**src/source/emesh_pkg.sv**
```systemverilog
package emesh_pkg;

   //##################################################
   // bus widths and axi field types

   localparam int S_IDW = 12;   // axi id width
   localparam int AW    = 32;   // mesh address
   localparam int DW    = 32;   // mesh data

   typedef logic [S_IDW-1:0] axi_id_t;
   typedef logic [AW-1:0]    axi_addr_t;
   typedef logic [7:0]       axi_len_t;
   typedef logic [2:0]       axi_size_t;    // 0=byte, 1=half, 2=word
   typedef logic [1:0]       axi_burst_t;
   typedef logic [DW-1:0]    axi_data_t;
   typedef logic [DW/8-1:0]  axi_strb_t;

   // fixed and wrap bursts both hold the address
   localparam axi_burst_t AXI_BURST_INCR = 2'b01;

   //##################################################
   // mesh addressing

   localparam logic [11:0] CHIP_ID     = 12'h999;
   localparam logic [3:0]  EGROUP_RR   = 4'hD;                  // read-response group
   localparam logic [15:0] RETURN_ADDR = {CHIP_ID, EGROUP_RR};  // upper half of srcaddr

   // request queues
   localparam int FIFO_DEPTH     = 4;
   localparam int FIFO_PTR_W     = $clog2(FIFO_DEPTH);
   localparam int FIFO_SPACE_MIN = 2;   // free slots before a write beat is taken

   //##################################################
   // transaction formats

   typedef struct packed {
      logic          write;
      logic [1:0]    datamode;   // same coding as axi size
      logic [3:0]    ctrlmode;
      logic [AW-1:0] dstaddr;
      logic [DW-1:0] data;
      logic [AW-1:0] srcaddr;    // return address, reads only
   } emesh_packet_t;             // 103 bits

   // read request before it becomes a packet
   typedef struct packed {
      logic [1:0]    datamode;
      logic [AW-1:0] dstaddr;
      logic [AW-1:0] srcaddr;
   } read_req_t;                 // 66 bits

endpackage

```
**src/source/axi_write_packetizer.sv**
```systemverilog
`timescale 1ns/1ps

module axi_write_packetizer
(
   input  logic                     s_axi_aclk,
   input  logic                     s_axi_aresetn,
   input  emesh_pkg::axi_id_t       awid,
   input  emesh_pkg::axi_addr_t     awaddr,
   input  emesh_pkg::axi_size_t     awsize,
   input  emesh_pkg::axi_burst_t    awburst,
   input  logic                     awvalid,
   output logic                     awready,
   input  emesh_pkg::axi_data_t     wdata,
   input  emesh_pkg::axi_strb_t     wstrb,
   input  logic                     wlast,
   input  logic                     wvalid,
   output logic                     wready,
   output emesh_pkg::axi_id_t       bid,
   output logic                     bvalid,
   input  logic                     bready,
   input  logic                     space_ok,   // write queue level
   output logic                     push,
   output emesh_pkg::emesh_packet_t pkt
);

   import emesh_pkg::*;

   logic       write_active;   // aw taken, last beat not yet
   logic       aw_hs;
   logic       w_hs;
   logic       last_wr_beat;
   axi_addr_t  wr_addr;        // word address of the next beat
   logic [1:0] wr_mode;
   axi_burst_t wr_burst;
   logic [1:0] lane;           // lowest enabled byte lane
   logic       s1_valid;
   axi_data_t  s1_data;
   axi_addr_t  s1_addr;
   logic [1:0] s1_mode;

   assign aw_hs        = awvalid & awready;
   assign w_hs         = wvalid & wready;
   assign last_wr_beat = w_hs & wlast;

   // stall when both pipe stages already hold beats for the queue
   assign wready = write_active & space_ok & ~(s1_valid & push);

   //##################################################
   // address and response channels

   always_ff @(posedge s_axi_aclk)
   begin
      if (!s_axi_aresetn)
      begin
         awready      <= 1'b1;
         write_active <= 1'b0;
      end
      else
      begin
         if (aw_hs)
            awready <= 1'b0;
         else if (!awready && !write_active && !bvalid)
            awready <= 1'b1;   // burst done, response gone
         if (aw_hs)
            write_active <= 1'b1;
         else if (last_wr_beat)
            write_active <= 1'b0;
      end
   end

   always_ff @(posedge s_axi_aclk)
   begin
      if (aw_hs)
      begin
         bid      <= awid;
         wr_addr  <= awaddr;
         wr_mode  <= awsize[1:0];
         wr_burst <= awburst;
      end
      else if (w_hs && wr_burst == AXI_BURST_INCR)
         wr_addr <= {wr_addr[AW-1:2] + 1'b1, 2'b00};   // next word
   end

   always_ff @(posedge s_axi_aclk)
   begin
      if (!s_axi_aresetn)
         bvalid <= 1'b0;
      else if (last_wr_beat)
         bvalid <= 1'b1;   // always okay
      else if (bready)
         bvalid <= 1'b0;
   end

   //##################################################
   // beat to packet, two stages

   always_comb
   begin
      if (wstrb[0])
         lane = 2'd0;
      else if (wstrb[1])
         lane = 2'd1;
      else if (wstrb[2])
         lane = 2'd2;
      else
         lane = 2'd3;   // empty strobe lands here too
   end

   always_ff @(posedge s_axi_aclk)
   begin
      if (!s_axi_aresetn)
      begin
         s1_valid <= 1'b0;
         push     <= 1'b0;
      end
      else
      begin
         s1_valid <= w_hs;
         push     <= s1_valid;   // queue write two edges after the beat
      end
   end

   always_ff @(posedge s_axi_aclk)
   begin
      s1_data <= wdata >> {lane, 3'b000};     // selected lane down to bit 0
      s1_addr <= {wr_addr[AW-1:2], lane};
      s1_mode <= wr_mode;
   end

   always_ff @(posedge s_axi_aclk)
   begin
      pkt.write    <= 1'b1;
      pkt.datamode <= s1_mode;
      pkt.ctrlmode <= 4'b0000;
      pkt.dstaddr  <= s1_addr;
      pkt.data     <= s1_data;
      pkt.srcaddr  <= '0;        // no return path for writes
   end

endmodule

```
**src/source/axi_read_packetizer.sv**
```systemverilog
`timescale 1ns/1ps

module axi_read_packetizer
(
   input  logic                     s_axi_aclk,
   input  logic                     s_axi_aresetn,
   input  emesh_pkg::axi_id_t       arid,
   input  emesh_pkg::axi_addr_t     araddr,
   input  emesh_pkg::axi_len_t      arlen,
   input  emesh_pkg::axi_size_t     arsize,
   input  emesh_pkg::axi_burst_t    arburst,
   input  logic                     arvalid,
   output logic                     arready,
   output emesh_pkg::axi_id_t       rid,
   output emesh_pkg::axi_data_t     rdata,
   output logic                     rlast,
   output logic                     rvalid,
   input  logic                     rready,
   input  logic                     rx_access,   // read response from the mesh
   input  emesh_pkg::emesh_packet_t rx_packet,
   output logic                     push,
   output emesh_pkg::read_req_t     req
);

   import emesh_pkg::*;

   logic       read_active;   // one burst at a time
   logic       ractive_q;     // for the leading edge
   logic       rnext;         // non-last beat just accepted
   logic       ar_hs;
   logic       r_hs;
   logic       last_rd_beat;
   axi_addr_t  rd_addr;
   axi_len_t   rd_len;        // beats left after the current one
   logic [1:0] rd_mode;
   axi_burst_t rd_burst;

   assign ar_hs        = arvalid & arready;
   assign r_hs         = rvalid & rready;
   assign last_rd_beat = r_hs & rlast;

   //##################################################
   // address channel and request issue

   always_ff @(posedge s_axi_aclk)
   begin
      if (!s_axi_aresetn)
      begin
         arready     <= 1'b0;
         read_active <= 1'b0;
         ractive_q   <= 1'b0;
         rnext       <= 1'b0;
         push        <= 1'b0;
      end
      else
      begin
         if (ar_hs)
            arready <= 1'b0;
         else if (!arready && !read_active)
            arready <= 1'b1;
         if (ar_hs)
            read_active <= 1'b1;
         else if (last_rd_beat)
            read_active <= 1'b0;
         ractive_q <= read_active;
         rnext     <= r_hs & ~rlast;
         push      <= (read_active & ~ractive_q) | rnext;   // first beat or next beat
      end
   end

   always_ff @(posedge s_axi_aclk)
   begin
      if (ar_hs)
      begin
         rid      <= arid;
         rd_addr  <= araddr;
         rd_len   <= arlen;
         rd_mode  <= arsize[1:0];
         rd_burst <= arburst;
      end
      else if (r_hs)
      begin
         rd_len <= rd_len - 1'b1;
         if (rd_burst == AXI_BURST_INCR)
            rd_addr <= {rd_addr[AW-1:2] + 1'b1, 2'b00};
      end
   end

   always_ff @(posedge s_axi_aclk)
   begin
      if (!s_axi_aresetn)
         rlast <= 1'b0;
      else if (ar_hs)
         rlast <= arlen == '0;     // single beat burst
      else if (r_hs)
         rlast <= rd_len == 8'd1;  // next beat is index arlen
   end

   always_ff @(posedge s_axi_aclk)
   begin
      req.datamode <= rd_mode;
      req.dstaddr  <= rd_addr;
      req.srcaddr  <= {RETURN_ADDR, 16'h0000};
   end

   //##################################################
   // read data channel

   always_ff @(posedge s_axi_aclk)
   begin
      if (!s_axi_aresetn)
         rvalid <= 1'b0;
      else if (rx_access)
         rvalid <= 1'b1;
      else if (rready)
         rvalid <= 1'b0;
   end

   // narrow reads copied across every lane
   always_ff @(posedge s_axi_aclk)
   begin
      if (rx_access)
      begin
         case (rd_mode)
            2'b00:   rdata <= {4{rx_packet.data[7:0]}};
            2'b01:   rdata <= {2{rx_packet.data[15:0]}};
            default: rdata <= rx_packet.data;
         endcase
      end
   end

endmodule

```
**src/source/mesh_request_fifo.sv**
```systemverilog
`timescale 1ns/1ps

module mesh_request_fifo
#(
   parameter type payload_t = emesh_pkg::emesh_packet_t
)
(
   input  logic     s_axi_aclk,
   input  logic     s_axi_aresetn,
   input  logic     push,
   input  payload_t din,
   input  logic     pop,
   output payload_t dout,        // head entry
   output logic     not_empty,
   output logic     space_ok
);

   import emesh_pkg::*;

   payload_t              mem [FIFO_DEPTH];
   logic [FIFO_PTR_W-1:0] wr_ptr;
   logic [FIFO_PTR_W-1:0] rd_ptr;
   logic [FIFO_PTR_W:0]   count;   // occupancy
   logic                  full;
   logic                  wr_en;
   logic                  rd_en;

   assign full      = count == (FIFO_PTR_W+1)'(FIFO_DEPTH);
   assign not_empty = count != '0;
   assign space_ok  = count <= (FIFO_PTR_W+1)'(FIFO_DEPTH - FIFO_SPACE_MIN);
   assign wr_en     = push & ~full;
   assign rd_en     = pop & not_empty;
   assign dout      = mem[rd_ptr];

   always_ff @(posedge s_axi_aclk)
   begin
      if (wr_en)
         mem[wr_ptr] <= din;
   end

   always_ff @(posedge s_axi_aclk)
   begin
      if (!s_axi_aresetn)
      begin
         wr_ptr <= '0;
         rd_ptr <= '0;
         count  <= '0;
      end
      else
      begin
         if (wr_en)
            wr_ptr <= wr_ptr + 1'b1;   // depth is a power of two
         if (rd_en)
            rd_ptr <= rd_ptr + 1'b1;
         case ({wr_en, rd_en})
            2'b10:   count <= count + 1'b1;
            2'b01:   count <= count - 1'b1;
            default: count <= count;   // none, or both at once
         endcase
      end
   end

endmodule

```
**src/source/mesh_tx_arbiter.sv**
```systemverilog
`timescale 1ns/1ps

module mesh_tx_arbiter
(
   input  logic                     s_axi_aclk,
   input  logic                     s_axi_aresetn,
   input  emesh_pkg::emesh_packet_t wr_pkt,
   input  logic                     wr_valid,
   input  emesh_pkg::read_req_t     rd_req,
   input  logic                     rd_valid,
   input  logic                     tx_wait,    // mesh can't take a packet
   output logic                     wr_pop,
   output logic                     rd_pop,
   output logic                     tx_access,
   output emesh_pkg::emesh_packet_t tx_packet
);

   import emesh_pkg::*;

   emesh_packet_t rd_pkt;
   logic          slot_valid;   // tx_packet holds a packet

   // read request widened to a full packet
   always_comb
   begin
      rd_pkt          = '0;      // write, ctrlmode and data all zero
      rd_pkt.datamode = rd_req.datamode;
      rd_pkt.dstaddr  = rd_req.dstaddr;
      rd_pkt.srcaddr  = rd_req.srcaddr;
   end

   // reads first, nothing moves under wait
   assign rd_pop = rd_valid & ~tx_wait;
   assign wr_pop = wr_valid & ~rd_valid & ~tx_wait;

   always_ff @(posedge s_axi_aclk)
   begin
      if (!s_axi_aresetn)
         slot_valid <= 1'b0;
      else if (!tx_wait)
         slot_valid <= rd_valid | wr_valid;   // held while waiting
   end

   always_ff @(posedge s_axi_aclk)
   begin
      if (rd_pop)
         tx_packet <= rd_pkt;
      else if (wr_pop)
         tx_packet <= wr_pkt;
   end

   assign tx_access = slot_valid & ~tx_wait;

endmodule

```
**src/source/esaxi_top.sv**
```systemverilog
`timescale 1ns/1ps

module esaxi_top
(
   input  logic                     s_axi_aclk,
   input  logic                     s_axi_aresetn,
   // write address
   input  emesh_pkg::axi_id_t       awid,
   input  emesh_pkg::axi_addr_t     awaddr,
   input  emesh_pkg::axi_len_t      awlen,      // wlast ends the burst
   input  emesh_pkg::axi_size_t     awsize,
   input  emesh_pkg::axi_burst_t    awburst,
   input  logic                     awvalid,
   output logic                     awready,
   // write data and response
   input  emesh_pkg::axi_data_t     wdata,
   input  emesh_pkg::axi_strb_t     wstrb,
   input  logic                     wlast,
   input  logic                     wvalid,
   output logic                     wready,
   output emesh_pkg::axi_id_t       bid,
   output logic                     bvalid,
   input  logic                     bready,
   // read address
   input  emesh_pkg::axi_id_t       arid,
   input  emesh_pkg::axi_addr_t     araddr,
   input  emesh_pkg::axi_len_t      arlen,
   input  emesh_pkg::axi_size_t     arsize,
   input  emesh_pkg::axi_burst_t    arburst,
   input  logic                     arvalid,
   output logic                     arready,
   // read data
   output emesh_pkg::axi_id_t       rid,
   output emesh_pkg::axi_data_t     rdata,
   output logic                     rlast,
   output logic                     rvalid,
   input  logic                     rready,
   // mesh side
   output logic                     tx_access,
   output emesh_pkg::emesh_packet_t tx_packet,
   input  logic                     tx_wait,
   input  logic                     rxrr_access,
   input  emesh_pkg::emesh_packet_t rxrr_packet
);

   import emesh_pkg::*;

   logic          wr_push;
   emesh_packet_t wr_pkt;
   logic          wr_space_ok;
   emesh_packet_t wr_head;
   logic          wr_not_empty;
   logic          wr_pop;
   logic          rd_push;
   read_req_t     rd_req;
   read_req_t     rd_head;
   logic          rd_not_empty;
   logic          rd_pop;

   //##################################################
   // producers

   axi_write_packetizer wr_pktz_i (
      .s_axi_aclk    (s_axi_aclk),
      .s_axi_aresetn (s_axi_aresetn),
      .awid          (awid),
      .awaddr        (awaddr),
      .awsize        (awsize),
      .awburst       (awburst),
      .awvalid       (awvalid),
      .awready       (awready),
      .wdata         (wdata),
      .wstrb         (wstrb),
      .wlast         (wlast),
      .wvalid        (wvalid),
      .wready        (wready),
      .bid           (bid),
      .bvalid        (bvalid),
      .bready        (bready),
      .space_ok      (wr_space_ok),
      .push          (wr_push),
      .pkt           (wr_pkt)
   );

   axi_read_packetizer rd_pktz_i (
      .s_axi_aclk    (s_axi_aclk),
      .s_axi_aresetn (s_axi_aresetn),
      .arid          (arid),
      .araddr        (araddr),
      .arlen         (arlen),
      .arsize        (arsize),
      .arburst       (arburst),
      .arvalid       (arvalid),
      .arready       (arready),
      .rid           (rid),
      .rdata         (rdata),
      .rlast         (rlast),
      .rvalid        (rvalid),
      .rready        (rready),
      .rx_access     (rxrr_access),
      .rx_packet     (rxrr_packet),
      .push          (rd_push),
      .req           (rd_req)
   );

   //##################################################
   // queues and transmitter

   mesh_request_fifo #(.payload_t(emesh_packet_t)) wr_fifo_i (
      .s_axi_aclk    (s_axi_aclk),
      .s_axi_aresetn (s_axi_aresetn),
      .push          (wr_push),
      .din           (wr_pkt),
      .pop           (wr_pop),
      .dout          (wr_head),
      .not_empty     (wr_not_empty),
      .space_ok      (wr_space_ok)
   );

   // one read in flight, never fills
   mesh_request_fifo #(.payload_t(read_req_t)) rd_fifo_i (
      .s_axi_aclk    (s_axi_aclk),
      .s_axi_aresetn (s_axi_aresetn),
      .push          (rd_push),
      .din           (rd_req),
      .pop           (rd_pop),
      .dout          (rd_head),
      .not_empty     (rd_not_empty),
      .space_ok      ()
   );

   mesh_tx_arbiter tx_arb_i (
      .s_axi_aclk    (s_axi_aclk),
      .s_axi_aresetn (s_axi_aresetn),
      .wr_pkt        (wr_head),
      .wr_valid      (wr_not_empty),
      .rd_req        (rd_head),
      .rd_valid      (rd_not_empty),
      .tx_wait       (tx_wait),
      .wr_pop        (wr_pop),
      .rd_pop        (rd_pop),
      .tx_access     (tx_access),
      .tx_packet     (tx_packet)
   );

endmodule

```
**config.mk**
```make
export PLATFORM = sky130hd
export DESIGN_NAME = esaxi_top
export DESIGN_NICKNAME = d
export VERILOG_FILES = /design/src/source/emesh_pkg.sv /design/src/source/axi_write_packetizer.sv /design/src/source/axi_read_packetizer.sv /design/src/source/mesh_request_fifo.sv /design/src/source/mesh_tx_arbiter.sv /design/src/source/esaxi_top.sv
export SDC_FILE = /design/constraint.sdc
export NUM_CORES = 1
export LEC_CHECK = 0
export BUFFER_PORTS_ARGS = -buffer_cell sky130_fd_sc_hd__clkbuf_2
export CAP_MARGIN = 40
export CORE_ASPECT_RATIO = 0.75
export CORE_MARGIN = 2
export CORE_UTILIZATION = 23
export CTS_BUF_LIST = sky130_fd_sc_hd__clkbuf_16
export DETAILED_ROUTE_END_ITERATION = 10
export GPL_TIMING_DRIVEN = 1
export PLACE_DENSITY = 0.38
export SYNTH_ARGS = -nofsm -noshare
export SYNTH_HDL_FRONTEND = slang
export SYNTH_SLANG_ARGS = --single-unit
```
**constraint.sdc**
```tcl
create_clock -name s_axi_aclk -period 3.5 [get_ports s_axi_aclk]
set_input_delay 0.35 -clock s_axi_aclk [delete_from_list [all_inputs] [get_ports s_axi_aclk]]
set_output_delay 0.35 -clock s_axi_aclk [all_outputs]
set_load 0.03 [all_outputs]
```
Word level (Yosys, flattened, before mapping)
Memories as Yosys holds them, arrays and structs flattened. A register that Yosys moved wholly into a read port is not among the register bits.
Cells that the tools add are included.
W data, S select, Z words.
- $add $sub $neg: 11
- shift-type cells: 1
- equality and inequality tests: 10
- order comparisons: 1
- $mul: 0
- divide/modulo/power cells: 0
- bitwise gates (word level): 29
- muxes and demuxes: 35
- reduce and logical (&&, ||, !) cells: 26
- operators by type and width (operator ; count):
    $mux W102 ; 2
    $mux W32 ; 5
    $pmux W32 S2 ; 1
    $add A30 B1 Y30 const B ; 2
    $shr A32 B5 Y32 ; 1
    $reduce_bool A2 Y1 ; 11
    $and A1 B1 Y1 ; 19
    $mux W1 ; 17
    $mux W8 ; 2
    $mux W2 ; 6
    $pmux W3 S2 ; 2
    $eq A2 B1 Y1 const B ; 5
    $add A2 B1 Y2 const B ; 4
    $eq A8 B1 Y1 const B ; 1
    $logic_not A8 Y1 ; 1
    $not A1 Y1 ; 8
    $sub A8 B1 Y8 const B ; 1
    $add A3 B1 Y3 const B ; 2
    $eq A3 B3 Y1 const B ; 2
    $reduce_bool A3 Y1 ; 2
    $sub A3 B1 Y3 const B ; 2
    $logic_not A1 Y1 ; 5
    $eq A2 B2 Y1 const B ; 2
    $logic_and A1 B1 Y1 ; 4
    5 further kinds ; 6
- latch bits: 0
- bits in writable memories: 400
- flip-flop bits (word level): 432
- memories: 2
- ROM bits: 0
- output and inout port bits: 166
- memory list (memory ; depth ; width ; read ports ; clocked after Yosys merged registers in ; wr ports ; RTL line ; text):
    wr_fifo_i.mem ; 4 ; 66 ; 1 ; 1 ; 1 ; mesh_request_fifo.sv:20 ; payload_t mem [FIFO_DEPTH];
    rd_fifo_i.mem ; 4 ; 34 ; 1 ; 1 ; 1 ; mesh_request_fifo.sv:20 ;

Depth between registers and ports, before layout
Gate-level depths: netlist of the first run.
- depth in word-level cells: 7
- mapped depth: 10
- mapped depth without buffers: 9

Cells and area by module
A second synthesis of the first run with hierarchy kept.
- cell total of the unflattened synthesis: 2284
- area, all modules: 41094.4 µm²
- by module, submodules not included (module ; area an instance (µm²) ; times used ; sequential area each (µm²) ; cells each):
    mesh_request_fifo at wr_fifo_i ; 15418.5 ; 1 ; 12552.0 ; 590
    mesh_request_fifo at rd_fifo_i ; 10005.8 ; 1 ; 8107.8 ; 396
    axi_write_packetizer ; 5915.7 ; 1 ; 4124.0 ; 483
    axi_read_packetizer ; 5377.7 ; 1 ; 3463.3 ; 431
    mesh_tx_arbiter ; 4376.7 ; 1 ; 2742.6 ; 384

Least setup slack after synthesis of the first run
No wires, ideal clock.
- path type: reg-to-reg
- start point: register rd_pktz_i.rvalid
- end point: register rd_pktz_i.rd_addr[0] (enable)
- data required time: 3.034 ns
- stages on the path, launching flop included: 3
- library setup time: 0.466 ns
- setup slack: 0.010 ns
- period minus slack after synthesis: 3.490 ns
- arrival time: 3.025 ns
- cells stage by stage: dfxtp_1 -> nand2_1 -> o21ai_0
- cells in the longest elaborated chain, start to end: 3
- RTL lines (what ; RTL line ; text):
    start, declared ; axi_read_packetizer.sv:17 ; output logic rvalid,
    start signal, assigned ; axi_read_packetizer.sv:112 ; rvalid <= 1'b0;
    start signal, assigned ; axi_read_packetizer.sv:114 ; rvalid <= 1'b1;
    start signal, assigned ; axi_read_packetizer.sv:116 ; rvalid <= 1'b0;
    $and A1 B1 Y1 ; axi_read_packetizer.sv:39 ; assign r_hs = rvalid & rready;
    $reduce_bool A2 Y1 (no source line) ; -- ;
    $reduce_and A2 Y1 (no source line) ; -- ;
    end signal, assigned ; axi_read_packetizer.sv:76 ; rd_addr <= araddr;
    end signal, assigned ; axi_read_packetizer.sv:85 ; rd_addr <= {rd_addr[AW-1:2] + 1'b1, 2'b00};
    end, declared ; axi_read_packetizer.sv:33 ; axi_addr_t rd_addr;
No other way between the ends.
A chain may end at the register's enable or synchronous reset.

Worst setup path after layout of the first run
- start point: register rd_pktz_i.rd_addr[2]
- end point: register rd_pktz_i.rd_addr[28], data pin
- cells in the longest elaborated chain, start to end: 4
- RTL lines (what ; RTL line ; text):
    $add A30 B1 Y30 ; axi_read_packetizer.sv:85 ;
    $mux W32 ; axi_read_packetizer.sv:84 ; if (rd_burst == AXI_BURST_INCR)
    $mux W32 ; axi_read_packetizer.sv:81 ; else if (r_hs)
    $mux W32 ; axi_read_packetizer.sv:73 ; if (ar_hs)
No other way between the ends. The select of a mux whose other input is x is not followed.

==> results of run 1 <==
## worst max-delay path by stage
stage	from	endpoint	slack, ns	cells past startpoint
floorplan	rd_pktz_i.rvalid	rd_pktz_i.rd_addr[0]	0.01	2
global placement	wr_pktz_i.wr_addr[2]	wr_pktz_i.wr_addr[30]	1.04	5
detailed placement	rd_pktz_i.rd_addr[2]	rd_pktz_i.rd_addr[30]	1.01	5
CTS	wr_pktz_i.wr_addr[2]	wr_pktz_i.wr_addr[30]	1.0	5
global route	wr_pktz_i.wr_addr[2]	wr_pktz_i.wr_addr[28]	0.82	5
finish	rd_pktz_i.rd_addr[2]	rd_pktz_i.rd_addr[28]	0.99	5
## cells by family after synthesis
logic type	count (synthesis)	synth area share, %
compound gates	233	5.08
other cells	1	0.0130
mux	128	8.84
buf+inv	142	2.40
xor+xnor	41	1.24
simple gates	385	6.55
fa+ha+maj	16	0.745
flops	799	75.1
## stage by stage
stage | total power [mW] | util (%) | instances | worst slack, ns
2_1_floorplan | 13.2 | - | 1771 | 0.00957
3_3_place_gp | 14.4 | 26.1 | 3664 | 1.04
3_5_place_dp | 14.4 | 26.2 | 3669 | 1.01
4_1_cts | 23.5 | 29.6 | 3989 | 0.998
5_1_grt | 24.1 | 29.6 | 3989 | 0.818
6_report | 23.1 | 29.6 | 3989 | 0.995
## cell type report
cell class / instances / area, um^2
Clock buffer: 91 / 2280
Tap cell: 1653 / 2070
Inverter: 32 / 120
Clock inverter: 74 / 499
Sequential cell: 799 / 21700
Fill cell: 12504 / 87600
Multi-Input combinational cell: 830 / 6630
Timing Repair Buffer: 510 / 3590
## report_power, final
part / switching (mW) / internal [mW] / total, mW
clock network: 3.90 / 4.91 / 8.80
registers: 0.469 / 10.9 / 11.3
logic: 1.86 / 1.07 / 2.93
total: 6.22 / 16.8 / 23.1
## worst reg2reg max path, cell delays in order, from the launching register on
cell and delay, ns:
edfxtp_1 0.47, ha_1 0.22, nand3_1 0.30, or4_4 0.75
or4_1 0.43, a31oi_1 0.17
## cell usage after synthesis, drive strengths merged (16+ instances only)
library cell | n | area [um^2]
buf | 57 | 373
mux4 | 100 | 2250
o21ai | 68 | 340
a22o | 41 | 359
and2 | 27 | 169
nand3 | 23 | 115
nand2 | 162 | 608
or4 | 16 | 131
inv | 32 | 120
edfxtp | 569 | 17100
a31oi | 35 | 219
mux2 | 16 | 180
clkbuf | 53 | 199
a21oi | 51 | 255
xnor2 | 28 | 245
or3 | 16 | 100
dfxtp | 230 | 4600
nand4 | 18 | 134
nor2 | 61 | 229
## sequential cells by signal, indices dropped and copies added, names as in the netlist, 3 cells and up, named ones only
register,flops
rd_fifo_i.count,3
rd_fifo_i.mem,136
rd_pktz_i.rd_addr,32
rd_pktz_i.rd_len,8
rd_pktz_i.rdata,32
rd_pktz_i.req,34
rd_pktz_i.rid,12
tx_arb_i.tx_packet,68
wr_fifo_i.count,3
wr_fifo_i.mem,264
wr_pktz_i.bid,12
wr_pktz_i.pkt,66
wr_pktz_i.s1_addr,32
wr_pktz_i.s1_data,32
wr_pktz_i.wr_addr,30
## repair_timing
item | in CTS | in global routing
endpoints found under the setup margin | 0 | 0
hold buffers | 155 | 0
endpoints found under the hold margin | 151 | 0
buffers inserted | 0 | 0
## per-layer routing
| layer | routed length (um) | vias to the layer above |
|---|---|---|
| li1 | - | 7679 |
| met1 | 35700 | 8526 |
| met4 | 1580 | 0 |
| met2 | 37000 | 368 |
| met3 | 3300 | 99 |
| met5 | 0 | - |
==> summary.md, run 1 <==
| Metric | Value |
|---|---|
| Mapped Cells | 1745 |
| Distinct cells, synth | 52 |
| Vias | 16672 |
| Worst Hold Depth | 3 |
| H-Tree Depth | 3 |
| Outcome | finished clean |
| M2 GR Usage | 19.4% |
| Port bufs | 317 |
| Gr usage total | 12.0% |
| Met1 Use GR | 16.4% |
| Synth Warn # | 0 |
| Ant. Diodes | 0 |
| Top delay family on crit path | simple AND/OR/NAND/NOR gates |
| Clock Skew | 0.0411 ns |
| Die ar. | 0.128 mm^2 |
| Final slew viol count | 0 |
| Hold Path Sink | wr_pktz_i.s1_data[9] |
| Initial antenna violation count | 3 |
| CP endpoint kind | flop |
| Unrepaired setup endpoints after global routing | no |
| M3 GR Usage | 2.53% |
| WP data required | 4.01 ns |
| Worst setup SP type | flop |
| CTS tree | built |
| Synth-to-layout area growth | 27.7% |
| R2r worst-path depth | 5 |
| Worst r2r dst | rd_pktz_i.rd_addr[28] |
| CP max-delay cell | or4_4 |
| Starting density of the core | 23.2% |
| Final Setup Violations | 0 |
| Drt total wl | 77.6 mm |
| Routed Antenna Nets | 0 |
| Placed Area | 0.0325 mm^2 |
| Final Instance Area | 0.0369 mm^2 |
| Site row count | 112 |
| Clk root buf | clkbuf_16 |
| Top-Level Pins | 429 |
| Minimum clock period | 2.51 ns |
| Synth Flop Type | edfxtp_1 |
| Mean Syn Cell Area | 16.5 um^2 |
| Buf/Inv on CP | 0 |
| Sequential area share after synthesis | 75.1% |
| Total congestion overflow | 0 |
| # clock sinks | 799 |
| Worst-skew pair later-pin latency | 0.68 ns |
| Setup TNS | 0 ns |
| Peak supply drop | 0.340 mV |
| Pre-antenna DRT Iters | 7 |
| Commonest non-fill, non-tap cell in the layout | edfxtp_1 |
| Worst min path class | primary input to flop |
| Max clock buf depth | 3 |
| Final net count | 2540 |
| Slew margin rel. | 41.2% |
| Worst hold slack | 0.0649 ns |
| CTS resizes | 0 |
| Die H | 311 um |
| CTS Buf Count | 88 |
| Hold Crit Start | wdata[9] |
| DR DRC count | 0 |
| Mapped cell area | 0.0289 mm^2 |
| First-pass GRT wire length | 115 mm |
| Largest net degree at the start of global routing | 70 |
| Final Hold Viols | 0 |
| Pwr dens | 625 mW/mm^2 |
| Setup slack, reg-to-reg | 0.99 ns |
| Post-synth EDFFs | 569 |
| WL/cell | 19.5 um |
| Vias in the first global route | 17560 |
| Synthesized flop and latch total | 799 |
| Vias per inst | 4.18 |
| Iter 0 DRT Violations | 840 |
| Core ar. | 0.124 mm^2 |
| Worst slew pin tran | 0.874 ns |
| Critical path, cell by cell | ha_1 -> nand3_1 -> or4_4 -> or4_1 -> a31oi_1 |
| Horiz. Die Dim | 413 um |
| Layout cells sized above 1 | 26.5% |
| Grt peak-use layer | met2 |
| GP Congestion | 0.773 |
| Leakage power | 12.8 nW |
| Worst path max stage delay | 0.75 ns |
| HPWL after DPL | 49.7 mm |
| Ys async rst share | 0% |
| Crit-path max FO | 13 |
| Max-cap violations | 0 |
| Final period utilization | 71.6% |
| Most used cells in the layout excluding fill and tap cells | edfxtp_1 (569), clkbuf_2 (317), dfxtp_1 (227), nand2_1 (161), dlygate4sd3_1 (155) |
| Achievable clock frequency | 0.399 GHz |
| Clock transition at the registers of the reported paths | 0.06 ns |
| CP Data Arrival Time | 3.02 ns |
| Setup CP Type | flop to flop |
| Worst r2r src | rd_pktz_i.rd_addr[2] |
Power figures use the tool's default switching activity.
==> inputs of run 2 (changes only) <==
PLACE_DENSITY = 0.37   (was 0.38)
clock period = 2.5 ns   (was 3.5 ns; I/O delays follow)
==> summary.md, run 2 (same netlist as run 1, synthesis figures left out) <==
| Metric | Value |
|---|---|
| Pwr Total | 32.3 mW |
| Site row count | 112 |
| Peak supply drop | 0.436 mV |
| Reg power frac | 48.9% |
| NetSw | 8.61 mW |
| Worst-skew pair later-pin latency | 0.66 ns |
| Final Hold Viols | 0 |
| Port bufs | 317 |
| Total congestion overflow | 0 |
| Vias per inst | 4.15 |
| Placed Area | 0.0328 mm^2 |
| Postcts setup bufs | 0 |
| Sw Ratio | 26.7% |
| First-pass GRT wire length | 116 mm |
| Vias | 16750 |
| Commonest non-fill, non-tap cell in the layout | edfxtp_1 |
| Top-Level Pins | 429 |
| Worst setup SP type | flop |
| Clock Skew | 0.0240 ns |
| Die ar. | 0.128 mm^2 |
| Max reg flops | 264 |
| Final slew viol count | 0 |
| Pwr dens | 864 mW/mm^2 |
| Final period utilization | 90.6% |
| CP endpoint kind | flop |
| Clock transition at the registers of the reported paths | 0.06 ns |
| CP max-delay cell | nor4_1 |
| CTS Buf Count | 87 |
| Fin worst setup slack | 0.235 ns |
| H-Tree Depth | 3 |
| Layout cells sized above 1 | 26.4% |
| WP data required | 3.00 ns |
| Worst Hold Depth | 3 |
| Clock power frac | 37.7% |
| Worst slew pin tran | 0.886 ns |
| Horiz. Die Dim | 413 um |
| Drt total wl | 78.5 mm |
| Clk root buf | clkbuf_16 |
| Worst min path class | primary input to flop |
| Largest net degree at the start of global routing | 70 |
| Unrepaired setup endpoints after global routing | no |
| Gr usage total | 12.2% |
| CP Data Arrival Time | 2.77 ns |
| Final Instance Area | 0.0374 mm^2 |
| Crit-path max FO | 7 |
| Pre-antenna DRT Iters | 5 |
| Max-cap violations | 0 |
| M3 GR Usage | 2.72% |
| Top reg by flops | wr_fifo_i.mem |
| Regs by FF count | wr_fifo_i.mem (264), rd_fifo_i.mem (136), tx_arb_i.tx_packet (68) |
| Achievable clock frequency | 0.441 GHz |
| HPWL after DPL | 48.9 mm |
| Die H | 311 um |
| Worst path max stage delay | 0.68 ns |
| Setup TNS | 0 ns |
| Synth-to-layout area growth | 29.4% |
| Critical path, cell by cell | nand4_1 -> nor4_1 -> buf_4 -> nand4b_1 -> a31oi_1 |
| Iter 0 DRT Violations | 888 |
| Final Setup Violations | 0 |
| Slew margin rel. | 40.9% |
| Setup slack, reg-to-reg | 0.23 ns |
| M2 GR Usage | 19.6% |
| # clock sinks | 799 |
| Max clock buf depth | 3 |
| CTS tree | built |
| Post-Place Setup Slack | 0.147 ns |
| WL/cell | 19.4 um |
| GP Congestion | 0.776 |
| Minimum clock period | 2.27 ns |
| Internal power | 23.7 mW |
| Initial antenna violation count | 3 |
| Grt peak-use layer | met2 |
| Core ar. | 0.124 mm^2 |
| Routed Antenna Nets | 0 |
| Setup CP Type | flop to flop |
| DR DRC count | 0 |
| Met1 Use GR | 16.6% |
| Power share of the combinational group | 13.4% |
| Leakage power | 13.1 nW |
| Vias in the first global route | 17880 |
| R2r worst-path depth | 5 |
| Outcome | finished clean |
| Most used cells in the layout excluding fill and tap cells | edfxtp_1 (569), clkbuf_2 (317), dfxtp_1 (227), dlygate4sd3_1 (182), nand2_1 (161) |
| Starting density of the core | 23.2% |
| Final net count | 2590 |
[run 2: changes by cell type in the layout (fill, tap and decap cells not counted), sizes merged]
cell	delta
dlygate4sd3	+27
buf	+24
clkinv	-10
inv	+8
clkinvlp	-2
bufinv	+1
clkbuf	-1
diode	+1
[run 2: final timing paths]
kind                                           start               endpoint
worst min register to register  wr_pktz_i.s1_mode[1]     wr_pktz_i.pkt[101]
worst max-delay path            wr_pktz_i.wr_addr[5]  wr_pktz_i.wr_addr[19]
worst max register to register  wr_pktz_i.wr_addr[5]  wr_pktz_i.wr_addr[19]
worst min-delay path                      awaddr[29]  wr_pktz_i.wr_addr[29]
[run 2: repair_timing]
item | CTS | global route
resized for setup | 0 | 0
endpoints found under the hold margin | 174 | 0
hold buffers | 182 | 0
endpoints found under the setup margin | 0 | 2
[run 2: metal layers]
metal,vias up,part of all wire [%]
met1,8507,46
li1,7777,-
met5,-,0.038
met2,346,47
met3,116,4.4
met4,4,2.4
[run 2: stage by stage]
step           util (%)  hold WS, ns  instances
2_1_floorplan         -        0.310       1771
3_3_place_gp       26.4        0.311       3692
3_5_place_dp       26.4        0.312       3693
4_1_cts            30.0      0.00722       4036
5_1_grt            30.0       0.0230       4037
6_report           30.0       0.0539       4037
[run 2: worst max-delay path: cells and delay by family (launching register included)]
family	cells	cell delay [ns]
AND/OR/NAND/NOR	3	1.15
flip-flops	1	0.50
buffers and inverters	1	0.23
AO/OA/AOI/OAI	1	0.22
[run 2: layout make-up]
type / instances / area [um^2]
Timing Repair Buffer: 561 / 4120
Clock inverter: 71 / 449
Clock buffer: 90 / 2250
Multi-Input combinational cell: 830 / 6640
Tap cell: 1653 / 2070
Antenna cell: 1 / 2.50
Fill cell: 12464 / 87100
Inverter: 32 / 120
Sequential cell: 799 / 21700
[run 2: power by group through the flow]
stage | sequential, mW | combinational, mW | clock, mW
final | 15.8 | 4.32 | 12.2
after global routing | 15.9 | 4.69 | 13.2
after CTS | 15.8 | 4.46 | 12.7
after detailed placement | 16.1 | 4.20 | 0
after global placement | 16.1 | 4.18 | 0
after floorplan | 16.6 | 1.81 | 0
==> inputs of run 3 (changes only) <==
CTS_BUF_LIST = not set   (was sky130_fd_sc_hd__clkbuf_16)
CTS_CLUSTER_DIAMETER = 40   (was not set)
clock period = 2.2 ns   (was 2.5 ns; I/O delays follow)
==> summary.md, run 3 (same netlist as run 1, synthesis figures left out) <==
| Metric | Value |
|---|---|
| Outcome | finished clean |
| Routed Antenna Nets | 0 |
| WL/cell | 19.1 um |
| DR DRC count | 0 |
| Clk root buf | clkbuf_16 |
| CTS tree | built |
| Post-Place Setup Slack | -0.0180 ns |
| Achievable clock frequency | 0.470 GHz |
| CTS Buf Count | 121 |
| Die ar. | 0.128 mm^2 |
| Layout cells sized above 1 | 30.7% |
| Regs by FF count | wr_fifo_i.mem (264), rd_fifo_i.mem (136), tx_arb_i.tx_packet (68) |
| Pwr dens | 1080 mW/mm^2 |
| Gr usage total | 12.3% |
| Port bufs | 317 |
| Area occupied by multi-input gates | 0.00668 mm^2 |
| First-pass GRT wire length | 117 mm |
| Die H | 311 um |
| Placed Area | 0.0331 mm^2 |
| Top-Level Pins | 429 |
| CP Data Arrival Time | 2.67 ns |
| Worst-skew pair later-pin latency | 0.73 ns |
| Core ar. | 0.124 mm^2 |
| Minimum clock period | 2.13 ns |
| Vias | 17162 |
| Crit-path max FO | 6 |
| HPWL after DPL | 49.9 mm |
| Unrepaired setup endpoints after global routing | yes |
| Worst min path class | primary input to flop |
| Max clock buf depth | 3 |
| Final Instance Area | 0.0392 mm^2 |
| Worst setup SP type | flop |
| Peak supply drop | 0.585 mV |
| Vias in the first global route | 18153 |
| Starting density of the core | 23.2% |
| Final Setup Violations | 0 |
| Sequential cell area | 0.0217 mm^2 |
| Finished Layout Cells | 4149 |
| Vias per inst | 4.14 |
| Final period utilization | 96.7% |
| GP Congestion | 0.772 |
| Setup CP Type | flop to flop |
| Utilization after layout | 31.5% |
| Filler cells | 12356 |
| Worst slew pin tran | 0.871 ns |
| Final net count | 2667 |
| WP data required | 2.74 ns |
| # clock sinks | 799 |
| Commonest non-fill, non-tap cell in the layout | edfxtp_1 |
| Pre-antenna DRT Iters | 5 |
| Final Hold Viols | 0 |
| Ant. Diodes | 0 |
| Most used cells in the layout excluding fill and tap cells | edfxtp_1 (569), clkbuf_2 (317), dfxtp_1 (224), dlygate4sd3_1 (191), nand2_1 (161) |
| Drt total wl | 79.3 mm |
| Fin worst setup slack | 0.0724 ns |
| Setup TNS | 0 ns |
| Leakage power | 13.9 nW |
| Total congestion overflow | 0 |
| Clock Skew | 0.0357 ns |
| Top reg by flops | wr_fifo_i.mem |
| Max-cap violations | 0 |
| H-Tree Depth | 3 |
| Synth-to-layout area growth | 35.9% |
| Placed cells | 3725 |
| Iter 0 DRT Violations | 1056 |
| Clock transition at the registers of the reported paths | 0.06 ns |
| Horiz. Die Dim | 413 um |
| Slew margin rel. | 41.9% |
| Final slew viol count | 0 |
| Initial antenna violation count | 2 |
| CP endpoint kind | flop |
| Max reg flops | 264 |
| Largest net degree at the start of global routing | 70 |
| Site row count | 112 |
-- run 3: changes by cell type in the layout (fill, tap and decap cells not counted), sizes merged --
cell         before  now
inv              67   50
clkinv           31   49
bufinv            3   14
dlygate4sd3     182  191
buf              62   96
clkbuf          407  456
clkinvlp          2   11
diode             1    0
-- run 3: worst max-delay path, stage by stage, from the launching register on --
cell and delay [ns]:
edfxtp_1 0.39, buf_4 0.17, nand4_1 0.18, buf_4 0.20, nor4_2 0.42, buf_4 0.20
nand4b_1 0.18, a31oi_1 0.21
-- run 3: worst paths after layout --
check	from	endpoint	slack (ns)	cells after the start
max	wr_pktz_i.wr_addr[5]	wr_pktz_i.wr_addr[19]	0.07	7
min	wdata[0]	wr_pktz_i.s1_data[0]	0.09	5
min reg2reg	wr_pktz_i.s1_addr[25]	wr_pktz_i.pkt[89]	0.31	0
max reg2reg	wr_pktz_i.wr_addr[5]	wr_pktz_i.wr_addr[19]	0.07	7
-- run 3: where the power goes --
part	switching, mW	internal [mW]
Sequential	0.630	17.3
Combinational	3.14	1.87
Clock	7.37	12.0
-- run 3: per-stage QoR --
| step | power (mW) | hold WS, ns |
|---|---|---|
| after global routing | 44.1 | 0.0529 |
| after global placement | 23.0 | 0.311 |
| final | 42.3 | 0.0922 |
| after floorplan | 21.0 | 0.282 |
| after CTS | 43.0 | 0.0166 |
| after detailed placement | 23.1 | 0.312 |
-- run 3: layer usage --
| layer | share of wire, % | track usage [%] |
|---|---|---|
| met1 | 46 | 16.7 |
| met2 | 47 | 19.6 |
| met3 | 4.1 | 2.74 |
| met4 | 2.5 | 3.60 |
| met5 | 0 | 0 |
-- run 3: area by class of cell --
cell class / instances / area share [%]
Clock buffer: 139 / 7.96
Sequential cell: 799 / 55.3
Tap cell: 1653 / 5.27
Inverter: 32 / 0.306
Multi-Input combinational cell: 830 / 17.0
Clock inverter: 92 / 2.61
Timing Repair Buffer: 604 / 11.5
-- run 3: timing repair --
action | in CTS | in global routing
hold endpoints to repair | 180 | 0
gates cloned | 0 | 0
hold buffers | 191 | 0
endpoints found under the setup margin | 3 | 7
pin swaps | 1 | 12
gates resized for setup | 1 | 8
setup buffers | 0 | 2
